`src/rtl/rsa_pkg.sv`:
```
`default_nettype none

package rsa_pkg;

    typedef logic [11:0] apb_addr_t;  // APB byte address.
    typedef logic [31:0] apb_data_t;

    // Register map.
    localparam apb_addr_t ADDR_CTRL   = 12'h000;  // Bit 0 is start.
    localparam apb_addr_t ADDR_STATUS = 12'h004;  // Bit 0 busy, bit 1 done.
    localparam apb_addr_t ADDR_N_BASE = 12'h100;
    localparam apb_addr_t ADDR_E_BASE = 12'h200;
    localparam apb_addr_t ADDR_X_BASE = 12'h300;
    localparam apb_addr_t ADDR_Y_BASE = 12'h400;

    typedef enum logic [1:0] {
        IDLE,
        PREP,
        STEP,
        DONE
    } mexp_state_t;

endpackage

`default_nettype wire

```
`src/rtl/rsa_apb_regs.sv`:
```
`timescale 1ns/1ps
`default_nettype none

module rsa_apb_regs
    import rsa_pkg::*;
#(
    parameter int WIDTH = 256
) (
    input  wire logic             i_clk,
    input  wire logic             i_rst,
    input  wire logic             i_psel,
    input  wire logic             i_penable,
    input  wire logic             i_pwrite,
    input  wire apb_addr_t        i_paddr,
    input  wire apb_data_t        i_pwdata,
    output apb_data_t             o_prdata,
    output logic                  o_pready,
    output logic                  o_pslverr,
    output logic                  o_start,
    output logic      [WIDTH-1:0] o_n,
    output logic      [WIDTH-1:0] o_e,
    output logic      [WIDTH-1:0] o_x,
    input  wire logic [WIDTH-1:0] i_y,
    input  wire logic             i_done
);
    localparam int NW = WIDTH / 32;

    logic [WIDTH-1:0] n_r, e_r, x_r, y_r;
    logic             start_r, busy_r, done_r;
    logic             acc_phase;
    logic             wr_ok;
    logic [5:0]       idx;
    logic             in_range;
    logic             sel_ctrl, sel_status, sel_n, sel_e, sel_x, sel_y;
    logic             err;

    assign acc_phase  = i_psel & i_penable;
    assign idx        = i_paddr[7:2];
    assign in_range   = (i_paddr[1:0] == 2'b00) && (int'(idx) < NW);
    assign sel_ctrl   = (i_paddr == ADDR_CTRL);
    assign sel_status = (i_paddr == ADDR_STATUS);
    assign sel_n      = in_range && (i_paddr[11:8] == ADDR_N_BASE[11:8]);
    assign sel_e      = in_range && (i_paddr[11:8] == ADDR_E_BASE[11:8]);
    assign sel_x      = in_range && (i_paddr[11:8] == ADDR_X_BASE[11:8]);
    assign sel_y      = in_range && (i_paddr[11:8] == ADDR_Y_BASE[11:8]);

    always_comb begin
        err = 1'b0;
        if (!(sel_ctrl | sel_status | sel_n | sel_e | sel_x | sel_y)) begin
            err = 1'b1;
        end else if (i_pwrite && (sel_y || sel_status)) begin
            err = 1'b1;  // Read-only registers.
        end else if (i_pwrite && busy_r) begin
            err = 1'b1;  // Operands and control are locked while busy.
        end
    end

    assign o_pready  = 1'b1;  // No wait states.
    assign o_pslverr = acc_phase & err;
    assign wr_ok     = acc_phase & i_pwrite & ~err;

    always_comb begin
        o_prdata = '0;
        if (acc_phase && !i_pwrite && !err) begin
            if (sel_status) begin
                o_prdata = {30'b0, done_r, busy_r};
            end else if (sel_n) begin
                o_prdata = n_r[int'(idx) * 32 +: 32];
            end else if (sel_e) begin
                o_prdata = e_r[int'(idx) * 32 +: 32];
            end else if (sel_x) begin
                o_prdata = x_r[int'(idx) * 32 +: 32];
            end else if (sel_y) begin
                o_prdata = y_r[int'(idx) * 32 +: 32];
            end
        end
    end

    always_ff @(posedge i_clk or posedge i_rst) begin
        if (i_rst) begin
            start_r <= 1'b0;
            busy_r  <= 1'b0;
            done_r  <= 1'b0;
            y_r     <= '0;
        end else begin
            start_r <= 1'b0;
            if (i_done) begin
                y_r    <= i_y;
                busy_r <= 1'b0;
                done_r <= 1'b1;
            end else if (wr_ok && sel_ctrl && i_pwdata[0]) begin
                start_r <= 1'b1;
                busy_r  <= 1'b1;
                done_r  <= 1'b0;
            end
        end
    end

    always_ff @(posedge i_clk) begin
        if (wr_ok && sel_n) begin
            n_r[int'(idx) * 32 +: 32] <= i_pwdata;
        end
        if (wr_ok && sel_e) begin
            e_r[int'(idx) * 32 +: 32] <= i_pwdata;
        end
        if (wr_ok && sel_x) begin
            x_r[int'(idx) * 32 +: 32] <= i_pwdata;
        end
    end

    assign o_start = start_r;
    assign o_n     = n_r;
    assign o_e     = e_r;
    assign o_x     = x_r;

endmodule

`default_nettype wire

```
`config.mk`:
```
export PLATFORM = sky130hd
export DESIGN_NAME = rsa_apb_regs
export DESIGN_NICKNAME = d
export VERILOG_FILES = /design/src/rtl/rsa_pkg.sv /design/src/rtl/rsa_apb_regs.sv
export SDC_FILE = /design/constraint.sdc
export NUM_CORES = 2
export LEC_CHECK = 0
export BUFFER_PORTS_ARGS = -buffer_cell sky130_fd_sc_hd__buf_2
export CORE_AREA = 2 2 430 432
export CTS_CLUSTER_DIAMETER = 40
export DETAILED_ROUTE_END_ITERATION = 16
export DIE_AREA = 0 0 432 434
export SYNTH_ARGS = -nofsm -noshare
export SYNTH_HDL_FRONTEND = slang
export SYNTH_SLANG_ARGS = --single-unit
```
`constraint.sdc`:
```
create_clock -name i_clk -period 11.02 [get_ports i_clk]
set_input_delay 0.551 -clock i_clk [delete_from_list [all_inputs] [get_ports i_clk]]
set_output_delay 0.551 -clock i_clk [all_outputs]
set_load 0.1 [all_outputs]
```
==> results_dict.tcl <==
set metrics [dict create \
    synth.yosys.seq_area_share 0.690 \
    post_synth.cell_area_avg_um2 18.3 \
    worstReg2RegStart "busy_r$_DFFE_PP0P_" \
    yosys_warnings 0 \
    synth.most_common_cell "sky130_fd_sc_hd__edfxtp_1" \
    post-synth-top-area-cell "sky130_fd_sc_hd__edfxtp_1" \
    detail_route.vias_per_cell 5.02 \
    crit_required_ns 10.47 \
    final_worst_path_period_share 0.502 \
    power_mw 10.5 \
    port-buffer-count 1107 \
    max_cap_violations 0 \
    cells_on_worst_hold_path 2 \
    floorplan.initialDensity 0.235 \
    synth_largest_type_area_fraction 0.539 \
    ys_seq_elements 1027 \
    cts.sinks 1027 \
    antenna_found_initial 43 \
    pwr_density_cell_nw_per_um2 175 \
    clock_tree.root_cell "sky130_fd_sc_hd__clkbuf_16" \
    grt_pass1_vias 31100 \
    relSlewSlack 0.206 \
    num_rows 157 \
    postSynth.asyncResetShare 0.252 \
    syn_to_final_growth_pct 40.2 \
    finalSetupViolations 0 \
    finalCriticalPeriod_ns 5.53 \
    vdd_drop_max_mv 0.120 \
    drive_gt1_frac 0.515 \
    synthCells 2334 \
    worst_r2r_endpoint "o_x[176]$_DFFE_PP_" \
    clockBufferDepth 3 \
    ff2ff_setup_slack_ns 6.89 \
    synth_cell_types 42 \
    timing_worst_slew_pin_value_ns 1.16 \
    grt_first_pass_wirelength_um 298000 \
    number_of_enable_flip_flop_cells_after_synthesis 768 \
    clock_skew_ns 0.0282 \
    cts.reportedPaths.clkPinSlew_ns 0.05 \
    cts.repair_timing.setup_buffer_count 0 \
    finalHoldViolCount 0 \
    n_fill_cell 17700 \
    layout.nets 4071 \
    timing_max_transition_violations_final 0 \
    design.portCount 1109 \
    grt_setup_unrepaired "no" \
    timing.hold.worst.start "i_y[11]" \
    grt_max_degree 145 \
    crit_arrival_ns 4.98 \
    core-area_um2 182000 \
    synth_area_um2 42800 \
    timing.critical_path.from_type "input port" \
    die_h_um 434 \
    synth_fp_nets 2643 \
    starting_drt_drc_count 4049 \
    timing.critical_path.to_type "output port" \
    synth_top_cells_by_count "768 x sky130_fd_sc_hd__edfxtp_1, 259 x sky130_fd_sc_hd__dfrtp_1, 256 x sky130_fd_sc_hd__mux2_2, 256 x sky130_fd_sc_hd__mux4_2, 157 x sky130_fd_sc_hd__nor2_1" \
    ctsHtreeMaxLevel 4 \
    post-dp-hpwl_um 175000 \
    fp.dieW_um 432 \
    final_hold_slack_ns 0.0684 \
    worst_skew_pair.late_latency_ns 0.83 \
    grt_util_all_layers 0.241 \
    cellLeakagePower_nw 20.2 \
    remaining_drc_errors 0 \
    setup_total_negative_slack_ns 0 \
    finalWeightedCongestion 0.957 \
    netlist_top_cells_area "sky130_fd_sc_hd__edfxtp_1 54%, sky130_fd_sc_hd__dfrtp_1 15%, sky130_fd_sc_hd__mux4_2 13%" \
    achievable-frequency_mhz 181 \
    postRouteWirelength_um 234000 \
    worst_r2r_path_depth 7 \
    grt-ovfl-total 0 \
    tritoncts_clock_tree "done" \
    holdCritPathClass "input port to flop" \
    tritoncts.num_buffers 172 \
    synthFlopType "sky130_fd_sc_hd__edfxtp_1" \
    antenna_violating_nets_post_route 0 \
    worstSetupPathType "input port to output port" \
    dr.pass1.iters 5 \
    crit_path_max_fanout 51 \
    die_area_um2 187000 \
    via_count 31700 \
    routedWlPerCell_um 37.0 \
    outcome "complete, no violations" \
    hold_path_end "y_r[11]$_DFFE_PP0P_" \
]
## worst max-delay path, cell delays in order
cell and delay (ns):
sky130_fd_sc_hd__buf_8 0.29, sky130_fd_sc_hd__buf_4 0.80, sky130_fd_sc_hd__buf_4 0.72, sky130_fd_sc_hd__buf_4 0.82, sky130_fd_sc_hd__mux4_2 0.60, sky130_fd_sc_hd__mux2i_1 0.33, sky130_fd_sc_hd__o22ai_1 0.13, sky130_fd_sc_hd__o21a_1 0.25
sky130_fd_sc_hd__buf_2 0.30
## how the worst max path moves through the flow
stage	startpoint	slack [ns]	to	depth (start not counted)
after global routing	i_paddr[2]	5.14	o_prdata[21]	9
after detailed placement	i_paddr[2]	5.42	o_prdata[21]	9
after floorplan	i_rst	3.34	busy_r$_DFFE_PP0P_	1
final	i_paddr[2]	5.49	o_prdata[13]	9
after global placement	i_paddr[2]	5.42	o_prdata[21]	9
after CTS	i_paddr[2]	5.41	o_prdata[21]	9
## state kept, by name (all words and copies together), names as in the netlist
signal / cells
busy_r: 1
done_r: 1
o_e: 256
o_n: 256
o_start: 1
o_x: 256
y_r: 256
## stage by stage
| stage | cell area (um2) | std cells | setup WS, ns | util |
|---|---|---|---|---|
| 6_report | 60000 | 6315 | 5.49 | 0.329 |
| 5_1_grt | 60000 | 6307 | 5.14 | 0.329 |
| 4_1_cts | 59900 | 6296 | 5.41 | 0.329 |
| 3_5_place_dp | 51400 | 5721 | 5.42 | 0.282 |
| 3_3_place_gp | 51400 | 5721 | 5.42 | 0.282 |
| 2_1_floorplan | 42800 | 2334 | 3.34 | - |
## kinds of logic (layout without fill, tap and decap cells)
kind of cell / Yosys count / count (layout) / share of synthesized area
adders and majority gates: 3 / 3 / 0.000877
buffers and inverters: 162 / 1739 / 0.0155
muxes: 634 / 634 / 0.231
xor gates and xnor gates: 1 / 1 / 0.000205
other: 1 / 20 / 0.0000876
AOI/OAI and AO/OA: 111 / 111 / 0.0170
and+or+nand+nor: 395 / 395 / 0.0455
DFF: 1027 / 1027 / 0.690
## final cells by class
cell class,count,area [um2],share of cell area
multi-input combinational,1145,12900,0.214
antenna,19,47.5,0.000792
tap,2385,2980,0.0497
clock inverter,135,1640,0.0273
timing repair buffer,1410,8490,0.141
sequential,1027,29500,0.492
clock buffer,188,4390,0.0732
inverter,6,37.5,0.000626
## per-layer routing
layer	vias up	global-route usage	part of all wire
li1	12200	-	-
met1	16600	0.292	0.37
met3	522	0.0804	0.11
met2	2365	0.374	0.46
met4	6	0.134	0.064
met5	-	0.00859	0.0011
## layout by cell type (no fill, tap or decap), drive strengths merged, types with 3 or more instances in the layout
master,netlist,final
clkinv,0,46
o21a,31,31
nand2b,4,4
dlygate4sd3,0,252
nor2b,4,4
dfrtp,259,259
ha,3,3
clkinvlp,0,22
nand2,55,55
or2,5,5
diode,0,19
mux2i,122,122
edfxtp,768,768
nor3,10,10
a21oi,8,8
nand4,6,6
inv,6,56
clkbuf,109,188
mux4,256,256
o21ai,5,5
o22ai,62,62
and2,130,130
nor2,161,161
bufinv,0,17
nand3b,4,4
mux2,256,256
buf,47,1158
nand3,9,9
## power by group
part | internal (mW) | switching [mW]
sequential | 4.23 | 0.0519
clock | 3.39 | 2.20
combinational | 0.312 | 0.344
total | 7.92 | 2.59
## repair_timing
item	CTS	global route
hold buffers	252	0
resized for setup	0	0
setup endpoints to repair	0	0
hold endpoints to repair	366	0
No activity file was read; power rests on OpenSTA's default activity.
